--- src/rtl/mipsPkg.sv ---
// MIPS32 core definitions
package mipsPkg;

   // Datapath and register index widths
   localparam int dataW    = 32;
   localparam int regAddrW = 5;

   // Memory sizes in words
   localparam int imemDepth = 64;
   localparam int dmemDepth = 64;

   // Primary opcodes, instr[31:26]
   localparam logic [5:0] opRType = 6'h00;
   localparam logic [5:0] opAddi  = 6'h08;
   localparam logic [5:0] opLw    = 6'h23;
   localparam logic [5:0] opSw    = 6'h2b;
   localparam logic [5:0] opBeq   = 6'h04;

   // R-type function codes, instr[5:0]
   localparam logic [5:0] fnAdd = 6'h20;
   localparam logic [5:0] fnSub = 6'h22;
   localparam logic [5:0] fnAnd = 6'h24;
   localparam logic [5:0] fnOr  = 6'h25;
   localparam logic [5:0] fnSlt = 6'h2a;

   // ALU operation class from decode
   typedef enum logic [1:0] {
      aluAdd   = 2'b00,
      aluSub   = 2'b01,
      aluFunct = 2'b10
   } aluOpT;

   // ALU operation, classic encoding
   typedef enum logic [3:0] {
      ctrlAnd = 4'b0000,
      ctrlOr  = 4'b0001,
      ctrlAdd = 4'b0010,
      ctrlSub = 4'b0110,
      ctrlSlt = 4'b0111
   } aluCtrlT;

   // Bubble word
   localparam logic [dataW-1:0] nopInstr = '0;

endpackage

--- src/rtl/mipsFetch.sv ---
// Instruction fetch stage
`timescale 1ns/1ps

module mipsFetch (
   input  logic                                Clk,
   input  logic                                arstN,
   input  logic                                run,
   input  logic                                imemWe,
   input  logic [$clog2(mipsPkg::imemDepth)-1:0] imemAddr,
   input  logic [mipsPkg::dataW-1:0]           imemData,
   input  logic                                branchTaken,
   input  logic [mipsPkg::dataW-1:0]           branchTarget,
   output logic [mipsPkg::dataW-1:0]           instrId,
   output logic [mipsPkg::dataW-1:0]           pcPlus4Id
);
   import mipsPkg::*;

   logic [dataW-1:0] pc;
   logic [dataW-1:0] pcPlus4;
   logic [dataW-1:0] instrIf;
   logic [dataW-1:0] imem [imemDepth];

   // Load port, one word per cycle
   always_ff @(posedge Clk) begin
      if (imemWe) begin
         imem[imemAddr] <= imemData;
      end
   end

   // Word index from the byte PC
   assign instrIf = imem[pc[$clog2(imemDepth)+1:2]];
   assign pcPlus4 = pc + 32'd4;

   // Branch wins even when stopped
   always_ff @(posedge Clk or negedge arstN) begin
      if (!arstN) begin
         pc <= '0;
      end else if (branchTaken) begin
         pc <= branchTarget;
      end else if (run) begin
         pc <= pcPlus4;
      end
   end

   // IF/ID, bubble when stopped or flushed
   always_ff @(posedge Clk or negedge arstN) begin
      if (!arstN) begin
         instrId <= nopInstr;
      end else if (branchTaken || !run) begin
         instrId <= nopInstr;
      end else begin
         instrId <= instrIf;
      end
   end

   // Return address for the branch adder
   always_ff @(posedge Clk) begin
      pcPlus4Id <= pcPlus4;
   end

endmodule

--- config.mk ---
export PLATFORM = sky130hd
export DESIGN_NAME = mipsFetch
export DESIGN_NICKNAME = d
export VERILOG_FILES = /design/src/rtl/mipsPkg.sv /design/src/rtl/mipsFetch.sv
export SDC_FILE = /design/constraint.sdc
export NUM_CORES = 2
export LEC_CHECK = 0
export ABC_AREA = 1
export BUFFER_PORTS_ARGS = -buffer_cell sky130_fd_sc_hd__buf_2
export CORE_MARGIN = 8
export CORE_UTILIZATION = 40
export DETAILED_ROUTE_END_ITERATION = 12
export SETUP_SLACK_MARGIN = 0.4
export SLEW_MARGIN = 20
export SYNTH_ARGS = -nofsm -noshare
export SYNTH_HDL_FRONTEND = slang
export SYNTH_SLANG_ARGS = --single-unit
--- constraint.sdc ---
create_clock -name Clk -period 2.02 [get_ports Clk]
set_input_delay 0.101 -clock Clk [delete_from_list [all_inputs] [get_ports Clk]]
set_output_delay 0.101 -clock Clk [all_outputs]
set_load 0.01 [all_outputs]
==> summary.md <==
| Metric | Value |
|---|---|
| Reg clk slew, reported paths | 0.07 ns |
| Syn nets | 7,629 |
| Area post-placement | 95,600 sq um |
| Critical Path RT | 2.76 ns |
| Fmax | 420 MHz |
| Failing checks | negative setup slack |
| Top_reg_cell synth | edfxtp_1 |
| CP max FO | 10 |
| Max Cap Violations | 0 |
| Site row count | 170 |
| PwrDens | 956 nW/um^2 |
| Lkg Pwr | 40.3 nW |
| GRT Total Usage | 23.1% |
| Congestion Overflow GR | 0 |
| Die height | 481 um |
| Switching Fraction | 26.4% |
| FF+latch count, synth | 2,144 |
| Int Pwr | 75.3 mW |
| Post-DP HPWL | 155,000 um |
| Status | complete, but fails checks |
| Combinational Power Share | 14.7% |
| Fin. max-slew vios | 0 |
| Die X | 481 um |
| Most frequent cells after synthesis | nand2_1 (3,298), edfxtp_1 (2,048), nand3_1 (1,025), nor2_1 (243), buf_2 (224) |
| Clk Tree Root Cell | clkbuf_16 |
| Multi-input logic area | 22,200 sq um |
| Synth Instances | 7,553 |
| Register area | 63,800 sq um |
| Buffers on Ports | 138 |
| Seq/Total Area, Yosys | 73.8% |
| GP Congestion | 0.858 |
| CTS max path bufs | 3 |
| 1st-pass router iterations | 8 |
| Ports | 139 |
| Clock sink count | 2,144 |
| WS Path Type | reg2reg |
| RSZ-0062 raised after global routing | yes |
| Fillcell total | 18.2k |
| Crit path arrival time | 3.12 ns |
| Residual DRC count | 0 |
| Core box area | 215,000 sq um |
| CTS H-tree lvls | 4 |
| Worst R2R Start | pc[2] |
| CP Capture Type | flip-flop |
| Final min period | 2.38 ns |
| Final Hold Viols | 0 |
| Final std cells w/o fill | 11.2k |
| Final setup viols | 59 |
| Hold Crit Start | imemAddr[0] |
| Worst Tran Pin Value | 0.828 ns |
| Largest net degree at the start of global routing | 65 |
| Asr flop ratio synth | 2.99% |
| DR iter-0 viols | 7,415 |
| Final std cell area, no fill | 107,000 sq um |
| Synth unique cells | 29 |
| Synthesized cell area | 86,400 sq um |
| Sw Pwr | 27.0 mW |
| Largest cells by area after synthesis | edfxtp_1 (71%), nand2_1 (14%), nand3_1 (5.9%), dfrtp_1 (1.9%), buf_2 (1.3%) |
| Setup crit start kind | flip-flop |
| Nets@finish | 8,280 |
| Worst hold path class | in2reg |
| VDD IR max | 767 uV |
| CTS tree | done |
| TritonCTS Buffers | 209 |
| Pwr Total | 102 mW |
| Post-Route Utilization | 49.8% |
| Final WL | 275,000 um |
| WL/cell | 24.5 um |
| DRT antenna net count | 0 |
| Via density per instance | 5.40 |
| Most frequent cell after synthesis | nand2_1 |
| Slew HR | 44.6% |
| Syn Area/Cell | 11.4 sq um |
| Clock latency on the worst-skew pair | 0.87 ns |
| Vias in the first global route | 57.5k |
| Final setup margin | -0.360 ns |
| Placed instance count | 10.6k |
| Fin crit share | 118% |
| Worst hold slack | 0.0643 ns |
| Clock power share | 36.8% |
| Largest area contributor in the netlist | edfxtp_1 |
| First-pass GRT wire length | 396,000 um |
| Number of synthesized flops with an enable pin | 2,048 |
| Share of the synthesized area in the top cell type | 71.2% |
| Die area | 231,000 sq um |
| Vias | 60.6k |
| Ys Warns | 0 |
| Initial antenna violation count | 15 |
| Layout cells sized above 1 | 17.2% |
| Worst Setup SP | pc[2] |
| Clock skew | 0.0590 ns |
| Initial core utilization | 40.3% |
| Area delta synth->final | 23.7% |
| Seq pwr share | 48.4% |
critical path, cell delays in order (launching register included):
cell and delay [ns]:
dfrtp_4 0.46, buf_12 0.14, inv_16 0.06, buf_16 0.15
buf_12 0.15, buf_12 0.15, buf_12 0.14, nand2_1 0.05
nand3_1 0.08, nand3_2 0.15, nand3_2 0.10, nand2_2 0.11
nand3_4 0.10, nor2_4 0.27, nor2_1 0.09
routing by layer:
| metal | vias to the layer above | wire (um) | global-route usage, % |
|---|---|---|---|
| met2 | 3047 | 125000 | 36.5 |
| met5 | - | 27 | 0 |
| met1 | 29800 | 113000 | 32.1 |
| met3 | 505 | 25200 | 3.71 |
| li1 | 27200 | - | - |
| met4 | 4 | 12000 | 9.04 |
layout by cell type (no fill, tap or decap), drive strengths merged, types with 4 or more instances in the layout:
| cell type | instances |
|---|---|
| nand4 | 16 |
| dfrtp | 64 |
| xor2 | 18 |
| bufbuf | 10 |
| diode | 6 |
| buf | 744 |
| clkinv | 87 |
| xnor2 | 4 |
| edfxtp | 2048 |
| nor3 | 40 |
| o21ai | 9 |
| a21oi | 188 |
| clkinvlp | 9 |
| clkbuf | 284 |
| nand3 | 1025 |
| inv | 105 |
| nor2 | 247 |
| nand2 | 3299 |
| a22oi | 15 |
| o211ai | 6 |
| nor4 | 8 |
| bufinv | 7 |
| dlygate4sd3 | 106 |
| dfxtp | 32 |
power by group through the flow:
stage | combinational [mW] | sequential, mW | clock [mW]
CTS | 14.5 | 49.5 | 38.0
finish | 15.0 | 49.5 | 37.7
global placement | 12.7 | 50.4 | 0
detailed placement | 12.8 | 50.4 | 0
global route | 16.1 | 49.5 | 39.7
floorplan | 6.32 | 50.3 | 0
cells by family (layout without fill, tap and decap cells):
kind of cell	count (synthesis)	count (layout)	share of synthesized area, %
AND/OR/NAND/NOR	4637	4637	21.8
flip-flops	2144	2144	73.8
buffers and inverters	528	1354	2.86
AO/OA/AOI/OAI	221	221	1.35
XOR/XNOR	22	22	0.223
adder cells (fa/ha/maj)	1	1	0.0145
other	0	6	0
registers in the layout (all words and copies together), names as in the netlist:
name,cells
instrId,32
pcPlus4Id,32
imem,2048
pc,32
path summary, 6_finish.rpt:
kind,to,slack (ns),depth (start not counted)
setup reg to reg,instrId[16],-0.36,14
setup / recovery,instrId[16],-0.36,14
hold / removal,imem[19][20],0.06,4
hold reg to reg,pcPlus4Id[1],0.38,0
max in group asynchronous,pc[26],1.30,4
min in group asynchronous,instrId[21],0.44,4
repair_timing:
| action | 4_1_cts | 5_1_grt |
|---|---|---|
| gates resized for setup | 384 | 142 |
| cloned | 29 | 5 |
| pin swaps | 74 | 46 |
| endpoints found under the hold margin | 2142 | 0 |
| hold buffers | 109 | 0 |
| setup buffers | 41 | 9 |
| endpoints found under the setup margin | 109 | 138 |
cell type report:
class	count	area share, %
Sequential cell	2144	59.7
Timing Repair inverter	1	0.0281
Multi-Input combinational cell	4881	20.7
Clock inverter	107	0.888
Timing Repair Buffer	867	9.66
Antenna cell	6	0.0140
Clock buffer	279	5.29
Tap cell	2838	3.32
Inverter	100	0.401
per-stage QoR:
stage	TNS, ns	setup slack [ns]
6_report	-10.34	-0.360
5_1_grt	-13.53	-0.385
4_1_cts	-8.58	-0.290
3_5_place_dp	-20.78	-0.880
3_3_place_gp	-20.81	-0.874
2_1_floorplan	-668.62	-0.558
Power figures use the tool's default switching activity.
