### src/rtl/mipsPkg.sv
// MIPS32 core definitions
package mipsPkg;

   // Datapath and register index widths
   localparam int dataW    = 32;
   localparam int regAddrW = 5;

   // Memory sizes in words
   localparam int imemDepth = 64;
   localparam int dmemDepth = 64;

   // Primary opcodes, instr[31:26]
   localparam logic [5:0] opRType = 6'h00;
   localparam logic [5:0] opAddi  = 6'h08;
   localparam logic [5:0] opLw    = 6'h23;
   localparam logic [5:0] opSw    = 6'h2b;
   localparam logic [5:0] opBeq   = 6'h04;

   // R-type function codes, instr[5:0]
   localparam logic [5:0] fnAdd = 6'h20;
   localparam logic [5:0] fnSub = 6'h22;
   localparam logic [5:0] fnAnd = 6'h24;
   localparam logic [5:0] fnOr  = 6'h25;
   localparam logic [5:0] fnSlt = 6'h2a;

   // ALU operation class from decode
   typedef enum logic [1:0] {
      aluAdd   = 2'b00,
      aluSub   = 2'b01,
      aluFunct = 2'b10
   } aluOpT;

   // ALU operation, classic encoding
   typedef enum logic [3:0] {
      ctrlAnd = 4'b0000,
      ctrlOr  = 4'b0001,
      ctrlAdd = 4'b0010,
      ctrlSub = 4'b0110,
      ctrlSlt = 4'b0111
   } aluCtrlT;

   // Bubble word
   localparam logic [dataW-1:0] nopInstr = '0;

endpackage

### src/rtl/mipsExecute.sv
// Execute stage
`timescale 1ns/1ps

module mipsExecute (
   input  logic                         Clk,
   input  logic                         arstN,
   input  logic                         regWriteEx,
   input  logic                         memReadEx,
   input  logic                         memWriteEx,
   input  logic                         memToRegEx,
   input  logic                         aluSrcEx,
   input  logic                         regDstEx,
   input  mipsPkg::aluOpT               aluOpEx,
   input  logic [mipsPkg::dataW-1:0]    readData1Ex,
   input  logic [mipsPkg::dataW-1:0]    readData2Ex,
   input  logic [mipsPkg::dataW-1:0]    immEx,
   input  logic [mipsPkg::dataW-1:0]    instrEx,
   input  logic [mipsPkg::regAddrW-1:0] rsEx,
   input  logic [mipsPkg::regAddrW-1:0] rtEx,
   input  logic [mipsPkg::regAddrW-1:0] rdEx,
   input  logic                         wbValid,
   input  logic [mipsPkg::regAddrW-1:0] wbReg,
   input  logic [mipsPkg::dataW-1:0]    wbData,
   output logic                         regWriteMem,
   output logic                         memReadMem,
   output logic                         memWriteMem,
   output logic                         memToRegMem,
   output logic [mipsPkg::dataW-1:0]    aluResultMem,
   output logic [mipsPkg::dataW-1:0]    storeDataMem,
   output logic [mipsPkg::regAddrW-1:0] writeRegMem
);
   import mipsPkg::*;

   logic [dataW-1:0]    opA;
   logic [dataW-1:0]    fwdB;
   logic [dataW-1:0]    opB;
   logic [dataW-1:0]    aluResult;
   logic [regAddrW-1:0] writeReg;
   aluCtrlT             aluCtrl;

   // Newest producer first, memory stage then writeback
   function automatic logic [dataW-1:0] fwd(input logic [regAddrW-1:0] src,
                                            input logic [dataW-1:0] regVal);
      if (regWriteMem && (writeRegMem != '0) && (writeRegMem == src)) begin
         return aluResultMem;
      end else if (wbValid && (wbReg == src)) begin
         return wbData;
      end
      return regVal;
   endfunction

   always_comb begin
      opA  = fwd(rsEx, readData1Ex);
      fwdB = fwd(rtEx, readData2Ex);
   end

   // Immediate for addi, lw and sw
   assign opB = aluSrcEx ? immEx : fwdB;

   // ALU control from class and function code
   always_comb begin
      aluCtrl = ctrlAdd;
      case (aluOpEx)
         aluSub: aluCtrl = ctrlSub;
         aluFunct: begin
            case (instrEx[5:0])
               fnSub:   aluCtrl = ctrlSub;
               fnAnd:   aluCtrl = ctrlAnd;
               fnOr:    aluCtrl = ctrlOr;
               fnSlt:   aluCtrl = ctrlSlt;
               fnAdd:   aluCtrl = ctrlAdd;
               default: aluCtrl = ctrlAdd;
            endcase
         end
         default: aluCtrl = ctrlAdd;
      endcase
   end

   always_comb begin
      case (aluCtrl)
         ctrlAnd: aluResult = opA & opB;
         ctrlOr:  aluResult = opA | opB;
         ctrlSub: aluResult = opA - opB;
         // Signed compare
         ctrlSlt: aluResult = {{(dataW-1){1'b0}}, $signed(opA) < $signed(opB)};
         default: aluResult = opA + opB;
      endcase
   end

   // rd for R-type, rt otherwise
   assign writeReg = regDstEx ? rdEx : rtEx;

   // EX/MEM control
   always_ff @(posedge Clk or negedge arstN) begin
      if (!arstN) begin
         regWriteMem <= 1'b0;
         memReadMem  <= 1'b0;
         memWriteMem <= 1'b0;
         memToRegMem <= 1'b0;
      end else begin
         regWriteMem <= regWriteEx;
         memReadMem  <= memReadEx;
         memWriteMem <= memWriteEx;
         memToRegMem <= memToRegEx;
      end
   end

   // EX/MEM payload, store data is the forwarded rt
   always_ff @(posedge Clk) begin
      aluResultMem <= aluResult;
      storeDataMem <= fwdB;
      writeRegMem  <= writeReg;
   end

endmodule

### config.mk
export PLATFORM = sky130hd
export DESIGN_NAME = mipsExecute
export DESIGN_NICKNAME = d
export VERILOG_FILES = /design/src/rtl/mipsPkg.sv /design/src/rtl/mipsExecute.sv
export SDC_FILE = /design/constraint.sdc
export NUM_CORES = 1
export LEC_CHECK = 0
export ABC_AREA = 0
export BUFFER_PORTS_ARGS = -buffer_cell sky130_fd_sc_hd__buf_2
export CAP_MARGIN = 20
export CORE_MARGIN = 3
export CORE_UTILIZATION = 50
export CTS_CLUSTER_SIZE = 10
export DETAILED_ROUTE_END_ITERATION = 8
export PLACE_DENSITY_LB_ADDON = 0.08
export SYNTH_ARGS = -nofsm -noshare
export SYNTH_HDL_FRONTEND = slang
export SYNTH_SLANG_ARGS = --single-unit
### constraint.sdc
create_clock -name Clk -period 6.5 [get_ports Clk]
set_clock_uncertainty 0.15 [all_clocks]
set_input_delay 0.975 -clock Clk [delete_from_list [all_inputs] [get_ports Clk]]
set_output_delay 0.975 -clock Clk [all_outputs]
set_load 0.02 [all_outputs]
==> metrics.cfg <==
[yosys]
synth_seq_cells = 73
synth-simple-area-share_pct = 15.1
ys_types = 79
avgSynthCellArea_um2 = 7.60
syn_area_um2 = 8630
synth_top_family_by_area = compound AO/OA/AOI/OAI gates
syn-num-nets = 1438
muxShareOfSynthArea_pct = 12.3
synth_ff_type = dfxtp_1
synth-xor-area-share_pct = 3.96
synthTopCellsByArea = dfxtp_1, ha_1, mux2i_1
yosys.area_share.adder_pct = 16.4
synth_top_area_share_pct = 16.0
synthCells = 1135
synth.largest_area_cell = dfxtp_1
synth_compound_area_share_pct = 28.2
yosysSeqAreaShare_pct = 17.2
yosys_warnings = 0
synth-edff-count = 0
ys_async_sr_fraction_pct = 5.48

[worst_setup_path]
cp-start-kind = primary input
path_class = in -> reg
critPathArrivalTime_ps = 5500
cpPeakStageDelay_ps = 490
path_max_fanout = 13
slowest_stage = and3_2
worstPathRequired_ps = 6550
path_cells = buf_2, xor2_1, nor4_1, and3_2, buf_4, mux2i_1, o21ai_1, mux2i_1, ha_1, a21oi_1, nor2_1, a211oi_1, o211ai_2, o22ai_2, nor4_1, or3_1, a221oi_1, o22ai_1
end_kind = register

[clock_network]
cts.clk_slew.worst_paths_ps = 60
clock_sinks = 73
post_cts_resized = 0
cts_root_buf = clkbuf_16
clkLatencyLatePin_ps = 360
htree_num_levels = 3
clk_path_buf_depth = 2
cts_tree = done
cts-buffers-inserted = 9
ctsHoldBuffers = 0
cts_setup_buffers = 0

[grt]
grt_pass1_vias = 8258
grt_overflow = 0
antenna_found_initial = 0
grt_max_degree = 68
track_usage_pct = 28.8
grt_pass1_wl_um = 42900

[route]
drt_wl_total_um = 27800
vias = 8906
drc = 0
drt_pass1_iterations = 5
routed_via_density = 5.68
drt_iter0_markers = 701
ant_nets = 0
detail_route.wl_per_cell_um = 17.7

[power_and_ir_drop]
seqPwrFrac_pct = 27.5
internal_power_mw = 1.21
swShare_pct = 44.0
ir_drop_mv = 0.144
power.density_nw_per_um2 = 209
pwr-share-comb_pct = 50.2
power.share.clock_pct = 22.3
p_sw_mw = 0.948
p_leak_nw = 4.79

[floorplan]
num_rows = 47
dieArea_um2 = 18900
die_h_um = 137
core_um2 = 16800
io_pins = 264
start_util_pct = 51.5
die_w_um = 137

[cells_and_area]
fin_cells = 1569
layout-drive-gt1-share_pct = 24.0
area_delta_synth_final_pct = 19.4
nets = 1647
diodes = 0

[status]
outcome = completed

[placed_design]
hpwl_um = 21700
place_congestion = 0.972
numPortBuffers = 237
dp_cells = 1553

[sta]
rsz0062_at_grt = false
worst_pin_slew_ps = 861
fin_crit_sh_pct = 83.8
hold_viol = 0
finalSetupViolations = 0
max_slew_margin_pct = 42.6
timing.fmax_mhz = 184
slew_viol_final = 0
tns_ps = 0
period_minus_slack_ps = 5450

[flow_run]
max_cap_viol_count = 0

[min_path]
min_path_type = in -> async

==> metrics by stage <==
step	power, mW	instance area [µm²]	hold WS (ps)	util [%]	setup slack, ps
floorplan	1.33	8630	404	-	1240
detailed placement	1.66	10000	323	59.9	745
global placement	1.65	10000	317	59.9	794
CTS	2.15	10300	262	61.5	1100
global route	2.29	10300	268	61.5	697
finish	2.15	10300	268	61.5	1050
==> worst max-delay path: cells and delay by family <==
family,cells,cell delay [ps]
XOR/XNOR,1,160
adder cells (fa/ha/maj),1,370
buffers and inverters,2,420
AO/OA/AOI/OAI,7,1670
multiplexers,2,520
AND/OR/NAND/NOR,5,1370
==> kinds of logic (layout without fill, tap and decap cells) <==
| logic type | after synthesis | in the layout |
|---|---|---|
| AND/OR/NAND/NOR | 286 | 286 |
| adder cells (fa/ha/maj) | 112 | 112 |
| buffers and inverters | 155 | 369 |
| multiplexers | 103 | 103 |
| XOR/XNOR | 39 | 39 |
| flip-flops | 73 | 73 |
| AO/OA/AOI/OAI | 367 | 367 |
==> area by class of cell <==
cell class	count	area, µm²
fillers	1575	6450
clock buffers	10	229
well taps	220	275
flip-flops and latches	73	1480
clock inverters	6	42.5
inverters	99	372
repair buffers	254	1330
multi-input cells	907	6580
==> Yosys cell counts (8+ instances only) <==
| library cell | n |
|---|---|
| mux2i_1 | 78 |
| o31ai_1 | 12 |
| nand3_1 | 13 |
| o21ai_0 | 88 |
| xor2_1 | 19 |
| o21ai_1 | 31 |
| o211ai_1 | 9 |
| o221ai_1 | 8 |
| a211oi_1 | 11 |
| nor2_1 | 61 |
| mux2_2 | 24 |
| a21oi_1 | 75 |
| nand2_1 | 135 |
| xnor2_1 | 20 |
| inv_1 | 98 |
| a22oi_1 | 11 |
| nor2b_1 | 11 |
| clkbuf_1 | 46 |
| dfxtp_1 | 69 |
| o22ai_1 | 12 |
| a221oi_1 | 8 |
| o21a_1 | 19 |
| a21o_1 | 16 |
| o21bai_1 | 12 |
| ha_1 | 110 |
| nor3_1 | 14 |
==> final timing paths <==
| path | slack, ps | startpoint | cells past startpoint | end |
|---|---|---|---|---|
| worst max-delay path | 1050 | wbReg[0] | 18 | aluResultMem[29] |
| worst min-delay path | 270 | arstN | 1 | regWriteMem |
| worst max register to register | 1370 | writeRegMem[1] | 17 | aluResultMem[30] |
| worst min register to register | 330 | aluResultMem[3] | 2 | storeDataMem[3] |
| max in group asynchronous | 5810 | arstN | 1 | memWriteMem |
| min in group Clk | 330 | aluResultMem[3] | 2 | storeDataMem[3] |
==> power groups by stage <==
| stage | clock [mW] | sequential [mW] | combinational, mW |
|---|---|---|---|
| 2_1_floorplan | 0 | 0.689 | 0.641 |
| 3_3_place_gp | 0 | 0.599 | 1.05 |
| 3_5_place_dp | 0 | 0.600 | 1.06 |
| 4_1_cts | 0.493 | 0.591 | 1.07 |
| 5_1_grt | 0.506 | 0.601 | 1.19 |
| 6_report | 0.481 | 0.592 | 1.08 |
==> layout by cell type (no fill, tap or decap), types with 9 or more instances in the layout <==
master,n
buf_2,237
nand2_1,135
ha_1,110
inv_1,98
o21ai_0,88
mux2i_1,78
a21oi_1,75
dfxtp_1,69
nor2_1,61
o21ai_1,31
mux2_2,24
xnor2_1,20
xor2_1,19
o21a_1,19
a21o_1,16
buf_4,16
nor3_1,14
nand3_1,13
o21bai_1,12
o31ai_1,12
o22ai_1,12
nor2b_1,11
a22oi_1,11
a211oi_1,10
o211ai_1,9
clkbuf_16,9
==> state kept, by name (all words and copies together) (netlist names) <==
name / count
aluResultMem: 32
storeDataMem: 32
writeRegMem: 5
memReadMem: 1
memToRegMem: 1
memWriteMem: 1
regWriteMem: 1
==> per-layer routing <==
layer / global-route usage (%) / routed length [µm] / up-vias
li1: - / - / 4457
met1: 38.9 / 12600 / 4070
met2: 47.7 / 12500 / 345
met3: 4.86 / 2170 / 34
met4: 7.54 / 493 / 0
met5: 0 / 0 / -
Note: power is estimated with default switching activity, not from simulation.
